--- config.mk ---
export PLATFORM = sky130hd
export DESIGN_NAME = pet_display_top
export DESIGN_NICKNAME = d
export VERILOG_FILES = /design/src/design/oled_pkg.sv /design/src/design/pet_pkg.sv /design/src/design/refresh_fsm.sv /design/src/design/byte_counter.sv /design/src/design/init_cmd_rom.sv /design/src/design/status_overlay.sv /design/src/design/pet_display_top.sv
export SDC_FILE = /design/constraint.sdc
export NUM_CORES = 1
export LEC_CHECK = 0
export ABC_AREA = 1
export BUFFER_PORTS_ARGS = -buffer_cell sky130_fd_sc_hd__buf_2
export CELL_PAD_IN_SITES_DETAIL_PLACEMENT = 0
export CELL_PAD_IN_SITES_GLOBAL_PLACEMENT = 1
export CORE_MARGIN = 2
export CORE_UTILIZATION = 45
export CTS_BUF_LIST = sky130_fd_sc_hd__clkbuf_8
export DETAILED_ROUTE_END_ITERATION = 12
export GPL_TIMING_DRIVEN = 0
export PLACE_DENSITY = 0.82
export SYNTH_ARGS = -nofsm -noshare
export SYNTH_HDL_FRONTEND = slang
export SYNTH_SLANG_ARGS = --single-unit
--- constraint.sdc ---
create_clock -name clk -period 6.7 [get_ports clk]
set_input_delay 1.34 -clock clk [delete_from_list [all_inputs] [get_ports clk]]
set_output_delay 1.34 -clock clk [all_outputs]
set_load 0.03 [all_outputs]
--- src/design/oled_pkg.sv ---
package oled_pkg;

    // power-up sequence and frame geometry of the SSD1306 panel
    localparam int init_cmds   = 32;
    // 128 columns by 4 pages
    localparam int frame_bytes = 512;

    // index within the phase being sent
    typedef logic [8:0] byte_idx_t;

    // one command or pixel byte
    typedef logic [7:0] oled_data_t;

    typedef enum logic {
        PH_INIT,
        PH_FRAME
    } phase_t;

    // byte as handed to the I2C layer
    typedef struct packed {
        // data control byte when set, command control byte otherwise
        logic       is_data;
        // Co bit, more control bytes follow in the same transfer
        logic       cont;
        oled_data_t value;
    } oled_byte_t;

endpackage

--- src/design/pet_pkg.sv ---
package pet_pkg;

    // life and food run 0 to 100
    typedef logic [6:0] level_t;

    typedef struct packed {
        logic   disease;
        level_t life;
        level_t food;
    } pet_status_t;

    // each threshold passed adds half a heart
    localparam level_t life_steps [5] = '{7'd16, 7'd33, 7'd50, 7'd67, 7'd83};
    // each threshold passed adds one food icon
    localparam level_t food_steps [2] = '{7'd33, 7'd67};

    // positions are byte offsets into the frame
    localparam int heart_base  = 483;
    localparam int heart_pitch = 9;
    localparam int food_base   = 31;
    localparam int food_pitch  = 10;
    localparam int sick_base   = 106;
    localparam int sick_len    = 11;

    // hearts and food icons share the same width
    localparam int glyph_len = 7;
    // left part of a heart kept for a half heart
    localparam int half_len  = 4;

    localparam logic [7:0] heart_glyph [7] = '{8'h0E, 8'h1D, 8'h3F, 8'h7E, 8'h3F, 8'h1F, 8'h0E};
    localparam logic [7:0] food_glyph  [7] = '{8'h70, 8'h88, 8'h88, 8'h86, 8'h8B, 8'h89, 8'h70};
    localparam logic [7:0] sick_glyph [11] = '{8'h78, 8'hFC, 8'hFC, 8'hFE, 8'hED, 8'hC5,
                                              8'hED, 8'hFE, 8'hFC, 8'hFC, 8'hF8};

endpackage

--- src/design/refresh_fsm.sv ---
`timescale 1ns/1ps

module refresh_fsm
    import oled_pkg::*;
(
    input  logic   clk,
    input  logic   rst_n,
    input  logic   status_valid,
    output logic   status_ready,
    input  logic   out_ready,
    output logic   out_valid,
    input  logic   last,
    output phase_t phase,
    output logic   advance,
    output logic   clear
);

    typedef enum logic [1:0] {
        IDLE,
        SEND_INIT,
        SEND_FRAME
    } state_t;

    state_t state;
    // init sequence already sent since reset
    logic   panel_ready;

    assign status_ready = (state == IDLE);
    assign out_valid    = (state != IDLE);
    assign phase        = (state == SEND_INIT) ? PH_INIT : PH_FRAME;
    assign advance      = out_valid && out_ready;
    assign clear        = advance && last;

    always_ff @(posedge clk) begin
        if (!rst_n) begin
            state       <= IDLE;
            panel_ready <= 1'b0;
        end else begin
            case (state)
                IDLE: begin
                    if (status_valid) begin
                        state <= panel_ready ? SEND_FRAME : SEND_INIT;
                    end
                end
                SEND_INIT: begin
                    if (clear) begin
                        state       <= SEND_FRAME;
                        panel_ready <= 1'b1;
                    end
                end
                SEND_FRAME: begin
                    if (clear) begin
                        state <= IDLE;
                    end
                end
                default: state <= IDLE;
            endcase
        end
    end

    // a stalled byte is never withdrawn
    a_valid_held: assert property (@(posedge clk) disable iff (!rst_n)
        out_valid && !out_ready |=> out_valid);

endmodule

--- src/design/byte_counter.sv ---
`timescale 1ns/1ps

module byte_counter
    import oled_pkg::*;
(
    input  logic      clk,
    input  logic      rst_n,
    input  phase_t    phase,
    input  logic      advance,
    input  logic      clear,
    output byte_idx_t index,
    output logic      last
);

    always_ff @(posedge clk) begin
        if (!rst_n) begin
            index <= '0;
        end else if (clear) begin
            index <= '0;
        end else if (advance) begin
            index <= index + 1'b1;
        end
    end

    // terminal count depends on the phase
    always_comb begin
        if (phase == PH_INIT) begin
            last = (index == byte_idx_t'(init_cmds - 1));
        end else begin
            last = (index == byte_idx_t'(frame_bytes - 1));
        end
    end

    // clear from the FSM must arrive before the command table runs out
    a_init_range: assert property (@(posedge clk) disable iff (!rst_n)
        phase == PH_INIT |-> index <= byte_idx_t'(init_cmds - 1));

endmodule

--- src/design/init_cmd_rom.sv ---
`timescale 1ns/1ps

module init_cmd_rom
    import oled_pkg::*;
(
    input  byte_idx_t  index,
    output oled_byte_t cmd
);

    oled_data_t value;

    always_comb begin
        case (index)
            9'd0:    value = 8'hAE;  // display off
            9'd1:    value = 8'hD5;
            9'd2:    value = 8'h80;
            9'd3:    value = 8'hA8;  // multiplex 32 rows
            9'd4:    value = 8'h1F;
            9'd5:    value = 8'hD3;
            9'd6:    value = 8'h00;
            9'd7:    value = 8'h40;
            9'd8:    value = 8'h8D;  // charge pump on
            9'd9:    value = 8'h14;
            9'd10:   value = 8'h20;  // horizontal addressing
            9'd11:   value = 8'h00;
            9'd12:   value = 8'hA1;
            9'd13:   value = 8'hC8;
            9'd14:   value = 8'hDA;
            9'd15:   value = 8'h02;
            9'd16:   value = 8'h81;  // contrast
            9'd17:   value = 8'h8F;
            9'd18:   value = 8'hD9;
            9'd19:   value = 8'hF1;
            9'd20:   value = 8'hDB;
            9'd21:   value = 8'h40;
            9'd22:   value = 8'hA4;
            9'd23:   value = 8'hA6;
            9'd24:   value = 8'h2E;
            9'd25:   value = 8'hAF;  // display on
            // page window then column window
            9'd26:   value = 8'h22;
            9'd27:   value = 8'h00;
            9'd28:   value = 8'hFF;
            9'd29:   value = 8'h21;
            9'd30:   value = 8'h00;
            9'd31:   value = 8'h7F;
            default: value = 8'h00;
        endcase
    end

    // grouping of commands into I2C runs
    assign cmd.is_data = 1'b0;
    assign cmd.cont    = index inside {[0:2], [5:7], [10:12], [20:24], [26:29]};
    assign cmd.value   = value;

endmodule

--- src/design/status_overlay.sv ---
`timescale 1ns/1ps

module status_overlay
    import oled_pkg::*;
    import pet_pkg::*;
(
    input  byte_idx_t   index,
    input  pet_status_t status,
    output oled_byte_t  pixel
);

    // half hearts to draw, 0 to 6
    logic [2:0] halves;
    // food icons to draw, 0 to 3
    logic [1:0] food_cnt;
    oled_data_t value;

    // thresholds are ascending, so counting the ones passed gives the level
    always_comb begin
        halves = (status.life != '0) ? 3'd1 : 3'd0;
        for (int i = 0; i < 5; i++) begin
            if (status.life > life_steps[i]) begin
                halves = halves + 3'd1;
            end
        end
    end

    always_comb begin
        food_cnt = (status.food != '0) ? 2'd1 : 2'd0;
        for (int i = 0; i < 2; i++) begin
            if (status.food > food_steps[i]) begin
                food_cnt = food_cnt + 2'd1;
            end
        end
    end

    always_comb begin
        int off;

        value = '0;
        for (int k = 0; k < 3; k++) begin
            // heart k
            off = int'(index) - (heart_base + k * heart_pitch);
            if (off >= 0 && off < glyph_len) begin
                if (int'(halves) >= 2 * k + 2) begin
                    value = heart_glyph[off[2:0]];
                end else if (int'(halves) == 2 * k + 1 && off < half_len) begin
                    value = heart_glyph[off[2:0]];
                end
            end

            // food icon k
            off = int'(index) - (food_base + k * food_pitch);
            if (off >= 0 && off < glyph_len && k < int'(food_cnt)) begin
                value = food_glyph[off[2:0]];
            end
        end

        off = int'(index) - sick_base;
        if (status.disease && off >= 0 && off < sick_len) begin
            value = sick_glyph[off[3:0]];
        end
    end

    assign pixel.is_data = 1'b1;
    assign pixel.cont    = 1'b0;
    assign pixel.value   = value;

endmodule

--- src/design/pet_display_top.sv ---
`timescale 1ns/1ps

module pet_display_top
    import oled_pkg::*;
    import pet_pkg::*;
(
    input  logic        clk,
    input  logic        rst_n,
    input  pet_status_t status,
    input  logic        status_valid,
    output logic        status_ready,
    output oled_byte_t  out_byte,
    output logic        out_valid,
    input  logic        out_ready
);

    pet_status_t status_q;
    phase_t      phase;
    logic        advance;
    logic        clear;
    logic        last;
    byte_idx_t   index;
    oled_byte_t  cmd_byte;
    oled_byte_t  frame_byte;

    // frame is drawn from the status seen at accept
    always_ff @(posedge clk) begin
        if (status_valid && status_ready) begin
            status_q <= status;
        end
    end

    refresh_fsm u_fsm (
        .clk         (clk),
        .rst_n       (rst_n),
        .status_valid(status_valid),
        .status_ready(status_ready),
        .out_ready   (out_ready),
        .out_valid   (out_valid),
        .last        (last),
        .phase       (phase),
        .advance     (advance),
        .clear       (clear)
    );

    byte_counter u_cnt (
        .clk    (clk),
        .rst_n  (rst_n),
        .phase  (phase),
        .advance(advance),
        .clear  (clear),
        .index  (index),
        .last   (last)
    );

    init_cmd_rom u_rom (
        .index(index),
        .cmd  (cmd_byte)
    );

    status_overlay u_overlay (
        .index (index),
        .status(status_q),
        .pixel (frame_byte)
    );

    assign out_byte = (phase == PH_INIT) ? cmd_byte : frame_byte;

endmodule

==> results of run 1 <==
==> through the flow <==
| stage | hold slack (ns) | total power [mW] | setup WS [ns] | cells |
|---|---|---|---|---|
| after CTS | 0.4924 | 1.113 | 0.3859 | 788 |
| after detailed placement | 0.4795 | 0.9478 | 0.7320 | 780 |
| final | 0.4836 | 1.111 | 0.5215 | 789 |
| after global placement | 0.4712 | 0.9375 | 0.7621 | 780 |
| after floorplan | 0.4468 | 0.7886 | 1.067 | 642 |
| after global routing | 0.5279 | 1.212 | 0.01794 | 789 |
==> worst min-delay path by stage <==
stage / slack, ns / end / start / cells past startpoint
floorplan: 0.45 / u_fsm.panel_ready / u_fsm.panel_ready / 2
global placement: 0.47 / u_fsm.panel_ready / u_fsm.panel_ready / 2
global route: 0.53 / u_fsm.panel_ready / u_fsm.panel_ready / 2
finish: 0.48 / u_fsm.panel_ready / u_fsm.panel_ready / 2
detailed placement: 0.48 / u_fsm.panel_ready / u_fsm.panel_ready / 2
CTS: 0.49 / u_fsm.panel_ready / u_fsm.panel_ready / 2
==> what timing repair did <==
item | 4_1_cts | 5_1_grt
setup buffers | 0 | 1
hold buffers | 0 | 0
setup endpoints to repair | 0 | 7
resized for setup | 0 | 3
endpoints found under the hold margin | 0 | 0
==> synthesized netlist by cell type, drive strengths merged (4+ instances only) <==
cell and count:
nand2 186, inv 101, nor2 63, nand3 58
o21ai 39, ha 38, a21oi 31, dfxtp 20
edfxtp 15, o211ai 12, xor2 9, buf 8
nand4 6, nor3 6, a31oi 5, nand3b 5
clkbuf 4
==> layer usage <==
| metal | GRT usage [%] | vias to the layer above | wire [um] |
|---|---|---|---|
| li1 | - | 2183 | - |
| met1 | 31.56 | 1883 | 5295 |
| met2 | 38.83 | 75 | 5043 |
| met3 | 2.979 | 27 | 401 |
| met4 | 7.903 | 0 | 317 |
| met5 | 0 | - | 0 |
==> power breakdown <==
part | leakage [nW] | internal, mW | switching, mW
logic | 1.95 | 0.203 | 0.445
clock network | 0.0474 | 0.0838 | 0.0773
registers | 0.306 | 0.273 | 0.0288
total | 2.30 | 0.560 | 0.551
==> layout make-up <==
| class | count | share of cell area, % |
|---|---|---|
| buffer | 12 | 1.737 |
| clock buffer | 6 | 1.849 |
| clock inverter | 2 | 0.3642 |
| inverter | 101 | 8.490 |
| multi-input combinational | 494 | 61.89 |
| sequential | 35 | 19.05 |
| tap | 108 | 3.026 |
| timing repair buffer | 31 | 3.586 |
==> logic make-up (layout without fill, tap and decap cells) <==
kind of cell               after synthesis  in the layout  synth area share, %
and+or+nand+nor                        335            335                37.09
buffers and inverters                  113            152                11.23
AOI/OAI and AO/OA                      109            109                16.28
DFF                                     35             35                20.93
xor gates and xnor gates                12             12                2.770
adders and majority gates               38             38                11.70
==> worst register-to-register path: stages (launching register included) <==
cell and delay, ns:
dfxtp_1 0.64, ha_1 0.48, nand2_1 0.18, nor2_1 0.21, inv_1 0.09, nor2_1 0.11
ha_1 0.17, o21ai_2 0.09, nand2_4 0.13, inv_2 0.08, nand2_1 0.23, inv_1 0.20
ha_1 0.24, o21ai_0 0.23, o21ai_0 0.14, nand3_1 0.09, o21ai_0 0.08, inv_1 0.05
==> impl_metrics.yaml, run 1 <==
cts:
  clock_latency_ns: 0.29
  path_clk_slew_ns: 0.08
  clk_path_buf_depth: 2
  cts_tree: "done"
  htreeDepth: 2
  cts.sinks: 35
  cts_inserted_buffers: 5
  ctsRootBufferMaster: "clkbuf_8"
drt:
  vias: 4168
  drt-total-wl_um: 11060
  routedWlPerCell_um: 14.02
  dr.pass1.iters: 5
  ant_nets: 0
  drtIter0Drc: 267
  drc: 0
  viasPerCell: 5.283
critical_path:
  worstPathRequired_ns: 5.36
  start_kind: "flip-flop"
  crit_slowest_cell: "edfxtp_1"
  crit_path_end_kind: "primary output"
  slowest_delay_ns: 0.44
  crit_path_start: "status_q[9]"
  r2r_cells: 17
  cp_common_cell: "nand2_1"
  cp_num_buf_inv: 5
  cp_data_arrival_time_ns: 4.84
  crit_path_max_fanout: 7
  r2r_slack_ns: 3.21
  cp-endpoint: "out_byte[2]"
  crit_type: "flip-flop to primary output"
  crit_family: "simple AND/OR/NAND/NOR gates"
  worstSetupPathDepth: 31
  regToRegStartpoint: "u_cnt.index[1]"
power:
  leakage_nw: 2.298
  power.density_nw_per_um2: 248.9
  ir_worst_vdd_v: 0.0002332
logic_synthesis:
  synthesis.area_sq_um: 4065
  synth_ff_type: "dfxtp_1"
  postSynthCellCount: 642
  ys_seq_area_share_pct: 20.93
  synth_seq_cells: 35
  synth_warnings: 0
  synth_edf_count: 15
  synth-async-reset-ratio_pct: 0
  ys_types: 55
  synth_area_leaders: "nand2_1 (16%), ha_1 (12%), edfxtp_1 (11%)"
  synth_top_area_share_pct: 16.16
  synth_top_cell_by_area: "nand2_1"
  synth.avg_cell_area_sq_um: 6.332
  syn_nets: 699
timing:
  skew_ns: 0.01285
  drv_slew: 0
  worst_slew_pin_slew_ns: 1.231
  fmax_mhz: 161.9
  fin_crit_ns: 6.179
  setup_viol: 0
  hold_viol_final: 0
  rsz0062_at_grt: "false"
  fin_setup_tns_ns: 0
  fin_crit_sh_pct: 92.22
  relSlewSlack_pct: 17.62
status:
  status: "complete, no violations"
floorplan:
  start_util_pct: 46.61
  die_y_um: 99.05
  die-area_sq_um: 9810
  num_rows: 34
  pin_count: 31
  coreArea_sq_um: 8721
  fp.dieW_um: 99.05
worst_hold_path:
  hold_class: "flip-flop to flip-flop"
job:
  max_cap_violations: 0
cells_and_area:
  antennaDiodeCount: 0
  area_delta_synth_final_pct: 9.849
  final_util_pct: 51.21
  register_area_sq_um: 850.8
  mostFrequentLayoutCells: "nand2_1 (175), inv_1 (93), nor2_1 (58)"
  nFillCells: 953
  multi_input_area_sq_um: 2764
  layout-drive-gt1-share_pct: 13.07
  layout_commonest_cell: "nand2_1"
  finalNetCount: 737
  final_area_sq_um: 4466
grt:
  grt_first_pass_wirelength_um: 18810
  gr-total-overflow: 0
  grt_pass1_vias: 3979
  antenna_found_initial: 0
  track_usage_pct: 23.45
  grt_max_degree: 17
placed_design:
  io_buffer_count: 30
  place_hpwl_um: 8946
  placed_cell_area_sq_um: 4350
  gp_congestion: 0.8941
Note: power is estimated with default switching activity, not from simulation.
==> run 2: changes to the inputs <==
ABC_AREA = not set   (was 1)
CORE_UTILIZATION = 47   (was 45)
PLACE_DENSITY = 0.81   (was 0.82)
==> run 2 against run 1 <==
Synthesized cell count down 22%. Design area down 0.45%. Area after synthesis is 3.6% lower. Highest routed layer unchanged.
==> impl_metrics.yaml, run 2 <==
timing:
  hold_viol_final: 0
  skew_ns: 0.01210
  worst_slew_pin_slew_ns: 1.059
  fmax_mhz: 152.3
  fin_crit_sh_pct: 98.02
  setup_viol: 0
  fin_crit_ns: 6.567
  drv_slew: 0
  relSlewSlack_pct: 28.82
floorplan:
  fp.dieW_um: 95.31
  die_y_um: 95.31
  die-area_sq_um: 9084
  num_rows: 33
  coreArea_sq_um: 8134
  start_util_pct: 48.18
  pin_count: 31
logic_synthesis:
  synth-async-reset-ratio_pct: 0
  syn_nets: 557
  yosysMostFrequentCell: "nand2_1"
  synth.avg_cell_area_sq_um: 7.838
  synth_seq_cells: 35
  synth_warnings: 0
  ys_seq_area_share_pct: 21.71
  ys_types: 75
  synth_edf_count: 15
  synth_area_leaders: "ha_1 (12%), edfxtp_1 (11%), dfxtp_1 (10%)"
  synth_ff_type: "dfxtp_1"
  synthesis.area_sq_um: 3919
  postSynthCellCount: 500
  synthTopCellsByCount: "nand2_1 (52), a21oi_1 (43), nor2_1 (41)"
  synth_top_cell_by_area: "ha_1"
  synth_top_area_share_pct: 12.13
grt:
  grt_pass1_vias: 3686
  grt_max_degree: 16
  track_usage_pct: 25.29
  antenna_found_initial: 0
  grt_first_pass_wirelength_um: 18200
  gr-total-overflow: 0
power:
  combPwrFrac_pct: 32.2
  power_frac_clock_pct: 30.0
  switching_share_pct: 33.71
  power.density_nw_per_um2: 146.4
  p_int_mw: 0.4315
  p_switching_mw: 0.2194
  leakage_nw: 1.832
  p_seq_share_pct: 37.8
  ir_worst_vdd_v: 0.0001218
placed_design:
  dp_cells: 635
  io_buffer_count: 30
  gp_congestion: 0.9050
  place_hpwl_um: 8376
  placed_cell_area_sq_um: 4200
drt:
  drt-total-wl_um: 11110
  vias: 3964
  drtIter0Drc: 326
  dr.pass1.iters: 5
  ant_nets: 0
  routedWlPerCell_um: 17.14
  drc: 0
  viasPerCell: 6.117
cts:
  htreeDepth: 2
  clk_path_buf_depth: 2
  cts.sinks: 35
  cts_hold_buffers: 0
  ctsRootBufferMaster: "clkbuf_8"
  cts_tree: "done"
  path_clk_slew_ns: 0.08
  clock_latency_ns: 0.29
  cts_inserted_buffers: 5
critical_path:
  cp_num_buf_inv: 2
  crit_type: "flip-flop to primary output"
  crit_path_max_fanout: 6
  start_kind: "flip-flop"
  crit_path_end_kind: "primary output"
  crit_slowest_cell: "or4_1"
  slowest_delay_ns: 0.57
  cp_data_arrival_time_ns: 5.23
  crit_family: "simple AND/OR/NAND/NOR gates"
  worstPathCellList: "or4_1 -> or4_4 -> ha_4 -> xor2_1 -> ha_1 -> nand2_1 -> nand2_1 -> ha_1 -> nor2_1 -> a31oi_1 -> ha_1 -> and2_1 -> a211o_1 -> xnor2_4 -> buf_4 -> o22ai_1 -> a311oi_2 -> o21ai_2 -> a221o_1 -> buf_2"
  cp_common_cell: "ha_1"
  worstPathRequired_ns: 5.36
cells_and_area:
  layout_commonest_cell: "nand2_1"
  finalNetCount: 599
  final_area_sq_um: 4446
  final_cells: 648
  area_delta_synth_final_pct: 13.44
  mostFrequentLayoutCells: "nand2_1 (52), a21oi_1 (43), nor2_1 (41)"
  nFillCells: 786
  layout-drive-gt1-share_pct: 14.92
  antennaDiodeCount: 0
status:
  status: "complete, no violations"
worst_hold_path:
  hold_class: "flip-flop to flip-flop"
job:
  max_cap_violations: 0
-- run 2: changes by cell type after synthesis, moves of 8 or more --
cell and change:
a21oi_1 +13, clkbuf_1 +19, inv_1 -67, mux2i_1 +8
nand2_1 -123, nand2_2 -8, nand2b_1 +9, nand3_1 -41
nor2_1 -18, o21ai_0 -13, xnor2_1 +12
-- run 2: power by group through the flow --
| stage | clock network (mW) | logic, mW | registers (mW) |
|---|---|---|---|
| after global placement | 0 | 0.182 | 0.252 |
| final | 0.195 | 0.209 | 0.246 |
| after floorplan | 0 | 0.139 | 0.250 |
| after detailed placement | 0 | 0.185 | 0.253 |
| after global routing | 0.208 | 0.230 | 0.248 |
| after CTS | 0.199 | 0.201 | 0.246 |
-- run 2: final timing paths --
path,startpoint,to,slack [ns],depth (start not counted)
worst min register to register,u_fsm.panel_ready,u_fsm.panel_ready,0.53,1
worst min-delay path,u_fsm.panel_ready,u_fsm.panel_ready,0.53,1
worst max register to register,u_cnt.index[1],flip-flop,2.22,16
worst max-delay path,status_q[8],out_byte[6],0.13,20
-- run 2: cell families after synthesis --
family,after synthesis,share of synthesized area [%]
adders and majority gates,38,12.13
DFF,35,21.71
AOI/OAI and AO/OA,159,29.02
and+or+nand+nor,177,23.12
xor gates and xnor gates,22,5.300
buffers and inverters,58,5.811
muxes,11,2.906
-- run 2: repair_timing --
item | 4_1_cts | 5_1_grt
buffers inserted | 5 | 1
gates resized for setup | 3 | 11
endpoints found under the setup margin | 7 | 7
pin swaps | 1 | 5
-- run 2: per-stage QoR --
step	power, mW	util [%]	TNS, ns	hold WS, ns	worst slack, ns
2_1_floorplan	0.3892	-	0	0.4632	0.1891
3_3_place_gp	0.4347	51.64	0	0.4882	0.06365
3_5_place_dp	0.4378	51.64	-0.0001048	0.5016	-0.0001048
4_1_cts	0.6461	53.73	-0.004040	0.5236	-0.004040
5_1_grt	0.6863	54.65	-0.03886	0.5602	-0.03277
6_report	0.6509	54.65	0	0.5321	0.1325
-- run 2: metal layers --
| metal | global-route usage [%] | wire [um] | vias up |
|---|---|---|---|
| met3 | 3.557 | 616 | 22 |
| met2 | 41.26 | 5167 | 141 |
| met5 | 0 | 0 | - |
| li1 | - | - | 1929 |
| met4 | 9.058 | 232 | 0 |
| met1 | 34.06 | 5090 | 1872 |
-- run 2: layout make-up --
cell class / count / area [sq um] / share of cell area (%)
plain buffers: 27 / 115.1 / 2.589
clock inverters: 3 / 47.55 / 1.070
well taps: 105 / 131.4 / 2.955
clock buffers: 5 / 68.82 / 1.548
flip-flops and latches: 35 / 850.8 / 19.14
repair buffers: 36 / 197.7 / 4.447
inverters: 30 / 112.6 / 2.533
multi-input cells: 407 / 2922 / 65.72
